[src/design/fetch_pkg.sv]
// Fetch front end shared definitions
// Thread status, instruction word views and fetch constants used by
// the scheduler, the per-thread counters and the response stage
`default_nettype none

package fetch_pkg;

  // per-thread scheduling state
  typedef enum logic {
    READY          = 1'b0,
    STALLED_ICACHE = 1'b1
  } thread_status_e;

  // ----------------------------------------
  // instruction word views
  // ----------------------------------------
  // J-type layout, imm[20|10:1|11|19:12]
  typedef struct packed {
    logic       imm20;
    logic [9:0] imm10_1;
    logic       imm11;
    logic [7:0] imm19_12;
    logic [4:0] rd;
    logic [6:0] opcode;
  } jal_fmt_t;

  // B-type layout, imm[12|10:5] ... imm[4:1|11]
  typedef struct packed {
    logic       imm12;
    logic [5:0] imm10_5;
    logic [4:0] rs2;
    logic [4:0] rs1;
    logic [2:0] funct3;
    logic [3:0] imm4_1;
    logic       imm11;
    logic [6:0] opcode;
  } branch_fmt_t;

  // one fetched word, read as raw bits or through either format
  typedef union packed {
    logic [31:0] raw;
    jal_fmt_t    jal;
    branch_fmt_t branch;
  } instr_u;

  localparam logic [6:0] OPCODE_JAL    = 7'b1101111;
  localparam logic [6:0] OPCODE_BRANCH = 7'b1100011;

  // one word per fetch, no compressed support
  localparam int INSTR_BYTES    = 4;
  localparam int ADDR_W_DEFAULT = 32;

endpackage

`default_nettype wire
[src/design/thread_pc.sv]
// Per-thread program counter
// Starts at the boot address and steps one word per accepted fetch.
// Back-end events and static predictions redirect it by priority
`timescale 1ns/1ps
`default_nettype none

module thread_pc #(
  parameter int  NumThreads = 2,
  parameter int  AddrWidth  = fetch_pkg::ADDR_W_DEFAULT,
  parameter int  ThreadId   = 0,
  localparam int TidW       = (NumThreads > 1) ? $clog2(NumThreads) : 1
) (
  input  logic                 clk_i,
  input  logic                 rst_ni,
  input  logic [AddrWidth-1:0] boot_addr_i,
  input  logic                 advance_i,
  input  logic                 predict_i,
  input  logic [AddrWidth-1:0] predict_target_i,
  input  logic                 resolve_valid_i,
  input  logic [TidW-1:0]      resolve_thread_i,
  input  logic [AddrWidth-1:0] resolve_target_i,
  input  logic                 ex_valid_i,
  input  logic                 eret_i,
  input  logic                 set_pc_commit_i,
  input  logic [TidW-1:0]      commit_thread_i,
  input  logic [AddrWidth-1:0] trap_vector_base_i,
  input  logic [AddrWidth-1:0] epc_i,
  input  logic [AddrWidth-1:0] pc_commit_i,
  output logic [AddrWidth-1:0] pc_o,
  output logic                 flush_o
);
  import fetch_pkg::*;

  logic [AddrWidth-1:0] pc_q, pc_d;
  logic                 boot_q;
  logic                 own_commit;
  logic                 mispredict;

  // back-end events that address this thread
  assign own_commit = (commit_thread_i == TidW'(ThreadId));
  assign mispredict = resolve_valid_i && (resolve_thread_i == TidW'(ThreadId));

  assign flush_o = own_commit && (ex_valid_i || eret_i || set_pc_commit_i) || mispredict;

  // boot address is shown until the first edge after reset
  assign pc_o = boot_q ? boot_addr_i : pc_q;

  always_comb begin
    pc_d = pc_o;
    if (own_commit && ex_valid_i) begin
      pc_d = trap_vector_base_i;
    end else if (own_commit && eret_i) begin
      pc_d = epc_i;
    end else if (own_commit && set_pc_commit_i) begin
      pc_d = pc_commit_i + AddrWidth'(INSTR_BYTES);
    end else if (mispredict) begin
      pc_d = resolve_target_i;
    end else if (predict_i) begin
      pc_d = predict_target_i;
    end else if (advance_i) begin
      pc_d = pc_o + AddrWidth'(INSTR_BYTES);
    end
  end

  always_ff @(posedge clk_i or negedge rst_ni) begin
    if (!rst_ni) begin
      boot_q <= 1'b1;
    end else begin
      boot_q <= 1'b0;
    end
  end

  always_ff @(posedge clk_i) begin
    pc_q <= pc_d;
  end

endmodule

`default_nettype wire

[config.mk]
export PLATFORM = sky130hd
export DESIGN_NAME = thread_pc
export DESIGN_NICKNAME = d
export VERILOG_FILES = /design/src/design/fetch_pkg.sv /design/src/design/thread_pc.sv
export SDC_FILE = /design/constraint.sdc
export NUM_CORES = 1
export LEC_CHECK = 0
export BUFFER_PORTS_ARGS = -buffer_cell sky130_fd_sc_hd__buf_2
export CAP_MARGIN = 10
export CORE_ASPECT_RATIO = 0.6
export CORE_MARGIN = 2
export CORE_UTILIZATION = 23
export CTS_BUF_LIST = sky130_fd_sc_hd__clkbuf_4 sky130_fd_sc_hd__clkbuf_8
export CTS_CLUSTER_DIAMETER = 200
export DETAILED_ROUTE_END_ITERATION = 10
export HOLD_SLACK_MARGIN = 0.06
export PLACE_DENSITY = 0.53
export SYNTH_ARGS = -nofsm -noshare
export SYNTH_HDL_FRONTEND = slang
export SYNTH_SLANG_ARGS = --single-unit
[constraint.sdc]
create_clock -name clk_i -period 4.5 [get_ports clk_i]
set_clock_uncertainty 0.1 [all_clocks]
set_input_delay 0.9 -clock clk_i [delete_from_list [all_inputs] [get_ports clk_i]]
set_output_delay 0.9 -clock clk_i [all_outputs]
set_load 0.05 [all_outputs]
==> After elaboration in Yosys (flattened, before gate mapping) <==
Index checks and enable logic that the tools add are counted.
W data, S select, Z words.
{ "word_totals": {"reg_bits": 33, "inputBits": 202, "output_inout_bits": 33} }
{ "classes": {"muxes": 7, "reduce_logical": 8, "addsub": 2, "n_bitwise": 2} }
{ "op_table": {"columns": ["op", "n"], "rows": [
  ["$mux W32", 7],
  ["$add A32 B3 Y32 const B", 2],
  ["$logic_and A1 B1 Y1", 5],
  ["$logic_or A1 B1 Y1", 3],
  ["$not A1 Y1", 2]
]} }

==> Logic depth before layout (Yosys ltp) <==
{ "logic_depth": {"depth_word": 8, "depth_mapped": 12, "depth_no_buf": 9} }

==> Worst setup path after synthesis <==
Ideal clock, no wire load.
{ "synth_path": {"path_type": "register -> register", "startpoint": "reg boot_q", "endpoint": "reg pc_q[26]", "synth_period_minus_slack_ps": 3356, "t_arrival_ps": 3168, "required_ps": 4312, "path_buffers": 4, "stages_incl_launch_ff": 13, "path_slack_ps": 1144, "cell_sequence": "dfstp_2 buf_6 buf_6 buf_2 buf_2 mux2_2 ha_1 nand2_1 a211oi_4 nand4_2 a2111oi_4 xnor2_1 a311oi_2"} }
{ "synth_via": {"elab_chain_cells": 8} }
{ "synth_rtl": {"columns": ["element", "line", "rtl"], "rows": [
  ["from (decl)", "thread_pc.sv:35", "logic boot_q;"],
  ["from (signal assigned)", "thread_pc.sv:67", "boot_q <= 1'b1;"],
  ["from (signal assigned)", "thread_pc.sv:69", "boot_q <= 1'b0;"],
  ["$mux W32", "thread_pc.sv:46", "assign pc_o = boot_q ? boot_addr_i : pc_q;"],
  ["named net pc_o[3]", "thread_pc.sv:29", "output logic [AddrWidth-1:0] pc_o,"],
  ["$add A32 B3 Y32", "thread_pc.sv:61", "pc_d = pc_o + AddrWidth'(INSTR_BYTES);"],
  ["$mux W32", "thread_pc.sv:60", "end else if (advance_i) begin"],
  ["$mux W32", "thread_pc.sv:58", "end else if (predict_i) begin"],
  ["$mux W32", "thread_pc.sv:56", "end else if (mispredict) begin"],
  ["$mux W32", "thread_pc.sv:54", "end else if (own_commit && set_pc_commit_i) begin"],
  ["$mux W32", "thread_pc.sv:52", "end else if (own_commit && eret_i) begin"],
  ["$mux W32", "thread_pc.sv:50", "if (own_commit && ex_valid_i) begin"],
  ["named net pc_d[26]", "thread_pc.sv:34", "logic [AddrWidth-1:0] pc_q, pc_d;"],
  ["to (signal assigned)", "thread_pc.sv:74", "pc_q <= pc_d;"],
  ["to (decl)", "thread_pc.sv:34", null]
]} }
The timed path passes the listed nets, and every way through them passes these cells.

==> Worst setup path in the final report <==
{ "layout_path": {"startpoint": "reg boot_q", "endpoint": "out pc_o[25]"} }
{ "layout_via": {"elab_chain_cells": 1} }
{ "layout_rtl": {"columns": ["element", "line"], "rows": [
  ["$mux W32", "thread_pc.sv:46"],
  ["to (decl)", "thread_pc.sv:29"]
]} }
No other way between the ends.

==> flow_summary.json <==
{
  "status": "finished clean",
  "max_cap_viol_count": 0,
  "grt_max_degree": 33,
  "initial_utilization_pct": 23.7,
  "power.total_mw": 1.28,
  "dpl.hpwl_mm": 17.8,
  "die_x_um": 176,
  "wl_per_cell_um": 20.7,
  "drv_slew": 0,
  "leakagePower_nw": 2.36,
  "p_int_mw": 0.699,
  "cts_max_path_buffers": 2,
  "cp-end-kind": "primary output",
  "row_count": 37,
  "clkTransAtPathRegs_ps": 70,
  "worstSetupPathType": "reg2out",
  "seqPwrFrac_pct": 29.1,
  "start_kind": "flop",
  "crit_path_max_fanout": 32,
  "synth_top_cell_area_share_pct": 15.7,
  "vdd_drop_max_mv": 0.133,
  "syn-cell-area_mm2": 0.00407,
  "final_hold_viol_count": 0,
  "ys.flop_type": "dfxtp_1",
  "p_comb_share_pct": 50.6,
  "arrival_ps": 2500,
  "fillCellCount": 1972,
  "antenna_found_initial": 5,
  "synth_edf_count": 0,
  "finalCritPeriodShare_pct": 77.7,
  "synthTopCellsByArea": "dfxtp_1 (16%), xnor2_1 (6.7%), mux2_2 (5.5%), nand2_1 (5.0%), o21ai_0 (4.9%)",
  "initialDrtViolationCount": 495,
  "io_pins": 235,
  "layout.nets": 985,
  "period_minus_slack_ps": 3500,
  "yosys.area.top_type": "dfxtp_1",
  "cts_tree": "done",
  "vias": 5322,
  "port_buffers": 234,
  "rsz0062_at_grt": "no",
  "final_cell_mix": "buf_2 (234), nand2_1 (54), o21ai_0 (40), nor2_1 (40), dfxtp_1 (32)",
  "die_area_mm2": 0.0188,
  "coreArea_mm2": 0.0172,
  "gp_congestion": 0.906,
  "cts_resized": 0,
  "multi_input_area_mm2": 0.00320,
  "syn_nets": 771,
  "worst_pin_slew_ps": 848,
  "drive_gt1_share_pct": 37.0,
  "slew-limit-headroom_pct": 43.3,
  "yosysWarnings": 0,
  "synth_cells": 567,
  "p_switching_mw": 0.583,
  "register_area_um2": 667,
  "area_delta_synth_final_pct": 36.4,
  "grt_pass1_vias": 4964,
  "route.detailed.drc": 0,
  "setup_tns_ps": 0,
  "synth_seq_cells": 33,
  "syn_area_per_cell_um2": 7.19,
  "worstPathRequired_ps": 3500,
  "via_per_inst": 5.22,
  "clockRootBuffer": "clkbuf_8",
  "hp-class": "in2async",
  "synth_seq_area_share_pct": 16.4,
  "finalSetupViolCount": 0,
  "pwr-share-clk_pct": 20.3,
  "post-cts-setup-buffer-count": 0,
  "insertion_delay_ps": 290,
  "max_freq_mhz": 286,
  "first_pass_iters": 6,
  "wl_mm": 21.0,
  "cts.htree.levels": 2,
  "cts_buffers": 5,
  "ys_types": 67,
  "cts_hold_buffers": 0,
  "p_per_area_mw_per_mm2": 231,
  "antenna_left": 0,
  "die_h_um": 107,
  "synthArstFlopShare_pct": 3.03,
  "critPathLaunch": "boot_q$_DFF_PN1_",
  "switching_share_pct": 45.5,
  "grt_pass1_wl_mm": 30.6,
  "mostFrequentLayoutCell": "buf_2",
  "grt.overflow.total": 0,
  "numClockSinks": 33,
  "r2r-start": "boot_q$_DFF_PN1_",
  "grt_use_total_pct": 21.6
}
## critical path, cell delays in order, from the launching register on
cell and delay [ps]:
dfstp_2 890, buf_4 440, mux2i_1 480, inv_1 130, buf_2 240
## metal layers
layer | GRT usage (%) | share of wire, %
met2 | 29.4 | 38
met5 | 0 | 0.13
met1 | 33.2 | 50
met4 | 2.30 | 0.26
met3 | 6.84 | 12
## stage by stage
step / cells / setup slack [ps] / utilization [%] / hold WS [ps] / cell area (um2)
CTS: 1016 / 1000 / 32.2 / 425 / 5550
global placement: 1008 / 1320 / 31.6 / 672 / 5450
global route: 1017 / 849 / 32.2 / 420 / 5550
finish: 1019 / 1000 / 32.3 / 426 / 5560
detailed placement: 1008 / 1260 / 31.6 / 688 / 5450
floorplan: 567 / 1140 / - / 556 / 4070
## power by group through the flow
| stage | Combinational, mW | Sequential [mW] | Clock [mW] |
|---|---|---|---|
| after global routing | 0.692 | 0.375 | 0.273 |
| after CTS | 0.642 | 0.369 | 0.261 |
| after floorplan | 0.403 | 0.355 | 0 |
| after global placement | 0.637 | 0.378 | 0 |
| after detailed placement | 0.638 | 0.376 | 0 |
| final | 0.649 | 0.373 | 0.261 |
## layout make-up
type / instances / area share [%]
antenna: 3 / 0.135
clock buffer: 7 / 1.73
clock inverter: 1 / 0.0901
inverter: 16 / 1.08
multi-input combinational: 483 / 57.5
sequential: 33 / 12.0
tap: 234 / 5.27
timing repair buffer: 242 / 22.2
## path summary, 6_finish.rpt
check | to | slack, ps | cells past startpoint
worst max-delay path | pc_o[25] | 1000 | 4
worst min-delay path | boot_q$_DFF_PN1_ | 430 | 1
worst max register to register | pc_q[26]$_DFF_P_ | 1280 | 9
worst min register to register | pc_q[27]$_DFF_P_ | 710 | 4
max in group asynchronous | boot_q$_DFF_PN1_ | 3850 | 1
min in group clk_i | pc_q[27]$_DFF_P_ | 710 | 4
## cell usage after synthesis (4+ instances only)
master	instances
a211oi_1	5
a21oi_1	30
a22oi_1	10
a31oi_1	7
and2_1	4
and3_1	10
and4_1	5
buf_1	4
buf_2	4
clkbuf_1	24
dfxtp_1	32
inv_1	16
mux2_2	20
mux2i_1	15
nand2_1	54
nand2b_1	7
nand3_1	24
nand4_1	25
nand4b_1	6
nor2_1	40
nor2b_1	5
nor3_1	15
nor4_1	6
o211ai_1	14
o21ai_0	40
o221ai_1	5
o22ai_1	25
or3_1	13
xnor2_1	31
xor2_1	11
## flip-flops by register name (all words and copies together), names as in the netlist
name	cells
pc_q	32
boot_q	1
## cells by family after synthesis
logic type,after synthesis,synth area share [%]
AO/OA/AOI/OAI,172,29.2
XOR/XNOR,42,9.03
adder cells (fa/ha/maj),2,0.614
buffers and inverters,51,5.28
flip-flops,33,16.4
multiplexers,35,9.21
other,1,0.0920
AND/OR/NAND/NOR,231,30.2
Power figures use the tool's default switching activity.
