### src/design/fetch_pkg.sv
// Fetch front end shared definitions
// Thread status, instruction word views and fetch constants used by
// the scheduler, the per-thread counters and the response stage
`default_nettype none

package fetch_pkg;

  // per-thread scheduling state
  typedef enum logic {
    READY          = 1'b0,
    STALLED_ICACHE = 1'b1
  } thread_status_e;

  // ----------------------------------------
  // instruction word views
  // ----------------------------------------
  // J-type layout, imm[20|10:1|11|19:12]
  typedef struct packed {
    logic       imm20;
    logic [9:0] imm10_1;
    logic       imm11;
    logic [7:0] imm19_12;
    logic [4:0] rd;
    logic [6:0] opcode;
  } jal_fmt_t;

  // B-type layout, imm[12|10:5] ... imm[4:1|11]
  typedef struct packed {
    logic       imm12;
    logic [5:0] imm10_5;
    logic [4:0] rs2;
    logic [4:0] rs1;
    logic [2:0] funct3;
    logic [3:0] imm4_1;
    logic       imm11;
    logic [6:0] opcode;
  } branch_fmt_t;

  // one fetched word, read as raw bits or through either format
  typedef union packed {
    logic [31:0] raw;
    jal_fmt_t    jal;
    branch_fmt_t branch;
  } instr_u;

  localparam logic [6:0] OPCODE_JAL    = 7'b1101111;
  localparam logic [6:0] OPCODE_BRANCH = 7'b1100011;

  // one word per fetch, no compressed support
  localparam int INSTR_BYTES    = 4;
  localparam int ADDR_W_DEFAULT = 32;

endpackage

`default_nettype wire
### src/design/fetch_response.sv
// Fetch response stage
// Drives the fetch address, tags the request in flight, predecodes the
// cache response, applies the kill rules and holds a two-entry buffer
// toward decode with flush removal per thread
`timescale 1ns/1ps
`default_nettype none

module fetch_response #(
  parameter int  NumThreads = 2,
  parameter int  AddrWidth  = fetch_pkg::ADDR_W_DEFAULT,
  localparam int TidW       = (NumThreads > 1) ? $clog2(NumThreads) : 1
) (
  input  logic                                 clk_i,
  input  logic                                 rst_ni,
  input  logic [NumThreads-1:0][AddrWidth-1:0] pc_i,
  input  logic [TidW-1:0]                      cur_thread_i,
  input  logic                                 req_i,
  input  logic                                 icache_ready_i,
  input  logic                                 valid_i,
  input  logic [31:0]                          data_i,
  input  logic                                 fault_i,
  input  logic [NumThreads-1:0]                flush_i,
  input  logic                                 fetch_ready_i,
  output logic [AddrWidth-1:0]                 vaddr_o,
  output logic                                 can_issue_o,
  output logic [NumThreads-1:0]                predict_o,
  output logic [AddrWidth-1:0]                 predict_target_o,
  output logic                                 fetch_valid_o,
  output logic [AddrWidth-1:0]                 fetch_pc_o,
  output fetch_pkg::instr_u                    fetch_instr_o,
  output logic [TidW-1:0]                      fetch_thread_o,
  output logic                                 fetch_fault_o,
  output logic                                 fetch_taken_o,
  output logic [AddrWidth-1:0]                 fetch_target_o
);
  import fetch_pkg::*;

  // entry layout from msb: pc, word, thread, fault, taken, target
  localparam int EntryW = 2 * AddrWidth + 32 + TidW + 2;
  localparam int TidLsb = AddrWidth + 2;

  logic                 accept;
  logic                 inflight_q;
  logic                 inflight_kill_q;
  logic [TidW-1:0]      inflight_tid_q;
  logic [AddrWidth-1:0] inflight_pc_q;
  logic                 rsp_keep;
  logic                 scan_taken;
  instr_u               rsp_instr;
  logic [EntryW-1:0]    new_entry;
  logic                 pop;
  logic [1:0]           keep;
  logic [1:0]           buf_valid_q, buf_valid_d;
  logic [1:0][EntryW-1:0] buf_data_q, buf_data_d;

  assign vaddr_o = pc_i[cur_thread_i];
  assign accept  = req_i && icache_ready_i;

  // ----------------------------------------
  // request in flight
  // ----------------------------------------
  // a flush or taken prediction of the thread in the accept cycle kills it
  always_ff @(posedge clk_i or negedge rst_ni) begin
    if (!rst_ni) begin
      inflight_q      <= 1'b0;
      inflight_kill_q <= 1'b0;
    end else begin
      inflight_q      <= accept;
      inflight_kill_q <= flush_i[cur_thread_i] || predict_o[cur_thread_i];
    end
  end

  always_ff @(posedge clk_i) begin
    if (accept) begin
      inflight_tid_q <= cur_thread_i;
      inflight_pc_q  <= vaddr_o;
    end
  end

  // ----------------------------------------
  // response and predecode
  // ----------------------------------------
  assign rsp_instr = data_i;
  assign rsp_keep  = valid_i && inflight_q && !inflight_kill_q && !flush_i[inflight_tid_q];

  static_branch_scan #(
    .AddrWidth (AddrWidth)
  ) u_scan (
    .pc_i     (inflight_pc_q),
    .instr_i  (rsp_instr),
    .fault_i  (fault_i),
    .taken_o  (scan_taken),
    .target_o (predict_target_o)
  );

  always_comb begin
    predict_o                 = '0;
    predict_o[inflight_tid_q] = rsp_keep && scan_taken;
  end

  assign new_entry = {inflight_pc_q, rsp_instr, inflight_tid_q, fault_i, scan_taken,
                      predict_target_o};

  // ----------------------------------------
  // two-entry output buffer
  // ----------------------------------------
  assign pop     = buf_valid_q[0] && fetch_ready_i;
  assign keep[0] = buf_valid_q[0] && !pop && !flush_i[buf_data_q[0][TidLsb +: TidW]];
  assign keep[1] = buf_valid_q[1] && !flush_i[buf_data_q[1][TidLsb +: TidW]];

  // at most one slot in use once a request is out, so the push always fits
  assign can_issue_o = !(buf_valid_q[1] || (buf_valid_q[0] && inflight_q));

  // survivors move toward the head, the new entry lands behind them
  always_comb begin
    int slot;
    slot        = 0;
    buf_valid_d = '0;
    buf_data_d  = buf_data_q;
    for (int i = 0; i < 2; i++) begin
      if (keep[i]) begin
        buf_valid_d[slot] = 1'b1;
        buf_data_d[slot]  = buf_data_q[i];
        slot++;
      end
    end
    if (rsp_keep) begin
      buf_valid_d[slot] = 1'b1;
      buf_data_d[slot]  = new_entry;
    end
  end

  always_ff @(posedge clk_i or negedge rst_ni) begin
    if (!rst_ni) begin
      buf_valid_q <= '0;
    end else begin
      buf_valid_q <= buf_valid_d;
    end
  end

  always_ff @(posedge clk_i) begin
    buf_data_q <= buf_data_d;
  end

  assign fetch_valid_o = buf_valid_q[0];
  assign {fetch_pc_o, fetch_instr_o, fetch_thread_o, fetch_fault_o, fetch_taken_o,
          fetch_target_o} = buf_data_q[0];

endmodule

`default_nettype wire

### src/design/static_branch_scan.sv
// Static branch scan
// Predecodes one fetched word. JAL is always taken, a conditional
// branch is taken when it jumps backward. Faulted words never predict
`timescale 1ns/1ps
`default_nettype none

module static_branch_scan #(
  parameter int AddrWidth = fetch_pkg::ADDR_W_DEFAULT
) (
  input  logic [AddrWidth-1:0] pc_i,
  input  fetch_pkg::instr_u    instr_i,
  input  logic                 fault_i,
  output logic                 taken_o,
  output logic [AddrWidth-1:0] target_o
);
  import fetch_pkg::*;

  logic                 is_jal;
  logic                 is_branch;
  logic [AddrWidth-1:0] jal_imm;
  logic [AddrWidth-1:0] branch_imm;

  assign is_jal    = (instr_i.jal.opcode == OPCODE_JAL);
  assign is_branch = (instr_i.branch.opcode == OPCODE_BRANCH);

  // sign-extended immediates, bit 0 is always zero
  assign jal_imm = {{(AddrWidth - 20){instr_i.jal.imm20}}, instr_i.jal.imm19_12,
                    instr_i.jal.imm11, instr_i.jal.imm10_1, 1'b0};
  assign branch_imm = {{(AddrWidth - 12){instr_i.branch.imm12}}, instr_i.branch.imm11,
                       instr_i.branch.imm10_5, instr_i.branch.imm4_1, 1'b0};

  assign taken_o = !fault_i && (is_jal || (is_branch && branch_imm[AddrWidth-1]));

  // target is the next pc this thread follows
  always_comb begin
    if (taken_o && is_jal) begin
      target_o = pc_i + jal_imm;
    end else if (taken_o) begin
      target_o = pc_i + branch_imm;
    end else begin
      target_o = pc_i + AddrWidth'(INSTR_BYTES);
    end
  end

endmodule

`default_nettype wire

### config.mk
export PLATFORM = sky130hd
export DESIGN_NAME = fetch_response
export DESIGN_NICKNAME = d
export VERILOG_FILES = /design/src/design/fetch_pkg.sv /design/src/design/fetch_response.sv /design/src/design/static_branch_scan.sv
export SDC_FILE = /design/constraint.sdc
export NUM_CORES = 1
export LEC_CHECK = 0
export BUFFER_PORTS_ARGS = -buffer_cell sky130_fd_sc_hd__buf_4
export CORE_AREA = 2 2 173 175
export DETAILED_ROUTE_END_ITERATION = 6
export DIE_AREA = 0 0 175 177
export MAX_ROUTING_LAYER = met4
export PLACE_DENSITY = 0.73
export SYNTH_ARGS = -nofsm -noshare
export SYNTH_HDL_FRONTEND = slang
export SYNTH_SLANG_ARGS = --single-unit
### constraint.sdc
create_clock -name clk_i -period 5.35 [get_ports clk_i]
set_input_delay 0.535 -clock clk_i [delete_from_list [all_inputs] [get_ports clk_i]]
set_output_delay 0.535 -clock clk_i [all_outputs]
set_load 0.005 [all_outputs]
# ---- Word level (Yosys, flattened, before mapping)
# Cells that the tools add are included.
dict set report totals {
  in_bits 106
  ff_bits 235
  elab_cells 84
}
dict set report op_classes {
  magnitude_cmp 9
  add_sub_neg 4
  bitwise 3
  n_eq_ne 2
  muxes 33
  reduce_logical 26
}
# op count
set op_table {}
lappend op_table {{$bwmux W198} 2}
lappend op_table {{$mux W198} 2}
lappend op_table {{$demux W99 S1} 2}
lappend op_table {{$mux W99} 2}
lappend op_table {{$mux W32} 5}
lappend op_table {{$add A32 B32 Y32} 2}
lappend op_table {{$ge A32 B1 Y1 const B} 2}
lappend op_table {{$lt A32 B3 Y1 const B} 2}
lappend op_table {{$add A32 B2 Y32 const B} 1}
lappend op_table {{$add A32 B3 Y32 const B} 1}
lappend op_table {{$logic_and A1 B1 Y1} 16}
lappend op_table {{$mux W1} 15}
lappend op_table {{$eq A7 B7 Y1 const B} 2}
lappend op_table {{$lt A1 B2 Y1 const B} 4}
lappend op_table {{$logic_not A1 Y1} 7}
lappend op_table {{$mux W2} 2}
lappend op_table {{$demux W1 S1} 3}
lappend op_table {{$logic_or A1 B1 Y1} 3}
lappend op_table {{$and A2 B2 Y2} 1}
lappend op_table {{$or A1 B2 Y2} 1}
lappend op_table {{$or A2 B2 Y2} 1}
lappend op_table {{$ge A1 B1 Y1 const B} 1}

# ---- Logic depth before layout (Yosys ltp)
dict set report depth {
  ltp_word 13
  mapped_depth 11
  mapped_depth_nobuf 11
}

# ---- By module
# Synthesis repeated with hierarchy kept, for this count alone.
dict set report hier_totals {
  cells_unflattened 1454
  hier_area_um2 14152.3
}
# mod area_per_inst_um2 cells_each n_inst
set modules_own_cells {}
lappend modules_own_cells {fetch_response 10134.7 848 1}
lappend modules_own_cells {static_branch_scan 4017.6 606 1}

# ---- Least setup slack after synthesis
# OpenSTA, ideal clock, no wires.
dict set report synth_timing {
  kind {input -> register}
  startpoint {input port flush_i[1]}
  endpoint {register buf_data_q[100] (netlist name), enable pin}
  setup_slack_ns 1.489
  stages 5
  required_time_ns 4.896
  arrival_ns 3.407
  setup_ns 0.454
  path_buffers 1
  cell_sequence {mux2_2 nor3_1 clkbuf_1 nand2_1 inv_1}
}
dict set report synth_via {
  elab_chain_len 13
}
# item line_no
set synth_rtl {}
lappend synth_rtl {{from (decl)} fetch_response.sv:22} ;# input logic [NumThreads-1:0] flush_i,
lappend synth_rtl {{$mux W1 (not written as such) (2 in series)} fetch_response.sv:108} ;# assign keep[0] = buf_valid_q[0] && !pop && !flush_i[buf_data_q[0][TidLsb +: TidW]];
lappend synth_rtl {{$logic_not A1 Y1} fetch_response.sv:108}
lappend synth_rtl {{$logic_and A1 B1 Y1} fetch_response.sv:108}
lappend synth_rtl {{$mux W1} fetch_response.sv:121} ;# if (keep[i]) begin
lappend synth_rtl {{$add A32 B2 Y32, or another cell as far along} fetch_response.sv:124} ;# slot++;
lappend synth_rtl {{$mux W32 or $logic_and A1 B1 Y1 (tied branches)} {fetch_response.sv:121, fetch_response.sv:123}}
lappend synth_rtl {{$ge A32 B1 Y1 (not written as such), or another cell as far along} fetch_response.sv:129} ;# buf_data_d[slot] = new_entry;
lappend synth_rtl {{$logic_and A1 B1 Y1 (not written as such) or $demux W99 S1 (tied branches)} {fetch_response.sv:129, fetch_response.sv:123}}
lappend synth_rtl {{$mux W99 (not written as such) or $bwmux W198 (tied branches)} {fetch_response.sv:129, fetch_response.sv:123}}
lappend synth_rtl {{$demux W99 S1 or $mux W198 (tied branches)} {fetch_response.sv:129, fetch_response.sv:121}}
lappend synth_rtl {{$bwmux W198} fetch_response.sv:129}
lappend synth_rtl {{$mux W198 *} fetch_response.sv:127} ;# if (rsp_keep) begin
lappend synth_rtl {{to (signal assigned)} fetch_response.sv:142} ;# buf_data_q <= buf_data_d;
lappend synth_rtl {{to (decl)} fetch_response.sv:54} ;# logic [1:0][EntryW-1:0] buf_data_q, buf_data_d;
# Mark *: on every way between the ends. The rest lies on a longest branch, timed or not. The select of a mux whose other input is x is not followed.
# A chain may end at the register's enable or synchronous reset.

# ---- Worst setup path after layout
dict set report layout_timing {
  startpoint {register inflight_pc_q[7]}
  endpoint {output port predict_target_o[18]}
}
dict set report layout_via {
  elab_chain_len 3
}
# item line_no
set layout_rtl {}
lappend layout_rtl {{from (decl)} fetch_response.sv:46} ;# logic [AddrWidth-1:0] inflight_pc_q;
lappend layout_rtl {{from (signal assigned)} fetch_response.sv:76} ;# inflight_pc_q <= vaddr_o;
lappend layout_rtl {{$add A32 B3 Y32 or $add A32 B32 Y32 (tied branches)} {static_branch_scan.sv:41, static_branch_scan.sv:39}}
lappend layout_rtl {{$mux W32} static_branch_scan.sv:38} ;# end else if (taken_o) begin
lappend layout_rtl {{$mux W32 *} static_branch_scan.sv:36} ;# if (taken_o && is_jal) begin
lappend layout_rtl {{to (decl)} fetch_response.sv:27} ;# output logic [AddrWidth-1:0] predict_target_o,
# Mark *: on every way between the ends. The rest lies on a longest branch, timed or not.

==> metrics.yaml <==
logic_synthesis:
  synth_top_flop_cell: "edfxtp_1"
  ys_seq_area_share_pct: 42.0
  ys_types: 79
  ys_warn_count: 0
  syn_avg_cell_area_um2: 9.38
  yosys.area.top_type: "edfxtp_1"
  syn_inst: 1526
  post_synth_instance_area_um2: 14300
  ys_async_sr_fraction_pct: 1.71
  syn-num-nets: 1681
  synthTopCellsByArea: "edfxtp_1 27%, dfxtp_1 14%, mux2i_1 6.3%, buf_4 5.1%, mux2_2 4.5%"
  ys_ff_latch: 234
  synth_edf_count: 131
  netlist.area_leader.share_pct: 27.5
cells_and_area:
  area_growth_syn_to_layout_pct: 16.5
  final_nets: 1806
  drive_gt1_share_pct: 24.4
  antenna_cells: 0
routing:
  first_pass_iters: 5
  num_vias: 11871
  vias_per_cell: 5.76
  routed_wl_mm: 42.4
  ant_nets: 0
  drtIter0Drc: 973
  wl_per_cell_um: 20.6
  drc_errors: 0
floorplan:
  fp.coreArea_um2: 29200
  die_area_um2: 31000
  chipWidth_um: 175
  initial_core_util_pct: 48.9
  fp-row-count: 63
  die_h_um: 177
  ios: 273
timing:
  finalSetupTns_ns: 0
  setup_viol: 0
  period_minus_slack_ns: 4.42
  slew_headroom_pct: 26.9
  worst_slew_pin_slew_ns: 1.10
  rsz0062_at_grt: "no"
  post-route-period-util_pct: 82.7
  fin_skew_ns: 0.0101
  drv_slew: 0
  clock.fmax_ghz: 0.226
  hold_violations: 0
power:
  powerDensity_nw_per_um2: 321
  p_leak_nw: 7.70
  fin_total_pwr_mw: 5.35
  peakVddDrop_mv: 0.215
global_route:
  grt_pass1_wl_mm: 64.5
  grt_max_degree: 123
  grt_pass1_vias: 11155
  grt_remaining_overflow: 0
  grt_usage_pct: 27.5
  antenna_found_initial: 0
place:
  place_congestion: 0.963
  port_buffers: 272
  dp_hpwl_mm: 30.9
run_status:
  status: "complete, no violations"
hold_path:
  min_path_type: "primary input to flop"
  min_from: "data_i[0]"
  min_path_cells: 3
  hold_end: "fetch_instr_o[0]"
cts:
  htreeDepth: 1
  clkLatencyLatePin_ns: 0.53
  cts_buffers: 25
  cts_tree: "done"
  clk_pin_slew_worst_paths_ns: 0.06
  cts_setup_buffers: 0
  clockRootBuffer: "clkbuf_16"
  clockBufferDepth: 3
  cts.sinks: 234
worst_setup_path:
  crit_required_ns: 4.82
  crit_type: "flop to primary output"
  cp-end-kind: "primary output"
  crit_arrival_ns: 3.89
  cp_max_fo: 9
  ff2ff_setup_slack_ns: 1.78
  rr_worst_depth: 10
  rr_endpoint: "buf_data_q[118]"
  regToRegStartpoint: "inflight_pc_q[2]"
  setup.worst_path.start_class: "flop"
flow_run:
  drv_cap: 0
==> stage by stage <==
stage	hold WS [ns]	utilization, %	instances	worst slack, ns	instance area (um^2)
floorplan	0.239	-	1526	1.49	14300
global placement	0.333	54.3	2013	1.45	15900
detailed placement	0.333	54.3	2013	1.45	15900
CTS	0.193	57.0	2060	0.977	16700
global route	0.216	57.0	2060	0.555	16700
finish	0.210	57.0	2060	0.928	16700
==> cell usage after synthesis (all sizes together) (4+ instances only) <==
cell / n
xnor2: 26
o211ai: 11
nand4: 22
clkbuf: 61
dfxtp: 99
buf: 126
dfrtp: 4
a2111oi: 6
a211oi: 10
nor2: 113
nor3: 26
a221oi: 5
or3: 6
o21ai: 126
edfxtp: 131
inv: 45
mux2: 57
nand2: 166
ha: 47
a21o: 19
o22ai: 10
and3: 65
o21a: 7
a21oi: 89
nand3: 24
and2: 15
mux2i: 90
a21boi: 5
a31oi: 11
and4: 8
o221ai: 5
nand2b: 6
xor2: 22
a22oi: 4
==> how the worst max path moves through the flow <==
stage | depth (start not counted) | slack (ns) | from | to
final | 9 | 0.93 | inflight_pc_q[7] | predict_target_o[18]
after global routing | 11 | 0.55 | inflight_pc_q[2] | predict_target_o[23]
after CTS | 9 | 0.98 | inflight_pc_q[2] | predict_target_o[18]
after detailed placement | 12 | 1.45 | data_i[8] | predict_target_o[19]
after global placement | 9 | 1.45 | data_i[6] | predict_target_o[24]
after floorplan | 5 | 1.49 | flush_i[1] | buf_data_q[100]
==> flip-flops by register name, summed over array words and instances, names as in the netlist <==
signal / count
buf_data_q: 98
fetch_instr_o: 32
fetch_pc_o: 32
fetch_target_o: 32
inflight_pc_q: 32
buf_valid_q: 2
fetch_fault_o: 1
fetch_taken_o: 1
fetch_thread_o: 1
inflight_kill_q: 1
inflight_q: 1
inflight_tid_q: 1
==> layout by cell type, fill, tap and decap left out, drive strengths merged, types with 8 or more instances in the layout <==
master and instances:
xor2 22, ha 47, o22ai 10, xnor2 26
buf 284, o211ai 11, a211oi 10, and4 8
and2 15, dfxtp 99, a21o 19, a31oi 11
clkbuf 41, a21oi 89, nand3 24, nor2 113
nor3 26, o21ai 126, mux2i 90, nand2 166
nand4 22, edfxtp 131, mux2 57, and3 65
inv 46
==> area by class of cell <==
| class | instances | area [um^2] |
|---|---|---|
| tap | 390 | 488 |
| fill | 2626 | 12600 |
| multi-input combinational | 1060 | 7040 |
| timing repair buffer | 285 | 2170 |
| inverter | 45 | 171 |
| sequential | 234 | 6020 |
| clock inverter | 5 | 78.8 |
| clock buffer | 41 | 716 |
==> logic make-up after synthesis <==
logic type,count (synthesis),share of synthesized area (%)
buffers and inverters,232,8.89
AO/OA/AOI/OAI,347,15.4
multiplexers,147,10.8
XOR/XNOR,48,2.94
flip-flops,234,42.0
AND/OR/NAND/NOR,469,15.6
adder cells (fa/ha/maj),49,4.39
==> critical path, stage by stage, from the launching register on <==
cell	delay [ns]
edfxtp_1	0.52
ha_1	0.45
a21oi_1	0.24
o21ai_0	0.25
a2111oi_2	0.52
o31ai_1	0.16
xor2_1	0.17
a221oi_1	0.78
inv_1	0.09
buf_4	0.17
==> power by group <==
part,internal [mW],switching (mW)
Sequential,2.12,0.158
Clock,1.01,0.710
Combinational,0.681,0.675
==> what timing repair did <==
action,CTS,global route
endpoints found under the hold margin,4,0
gates resized for setup,0,0
hold buffers,1,0
==> per-layer routing <==
metal	routed length, um	global-route usage (%)
met4	1210	8.19
met5	0	-
met1	18900	37.8
met2	19000	41.7
met3	3280	4.57
No activity file was read; power rests on OpenSTA's default activity.
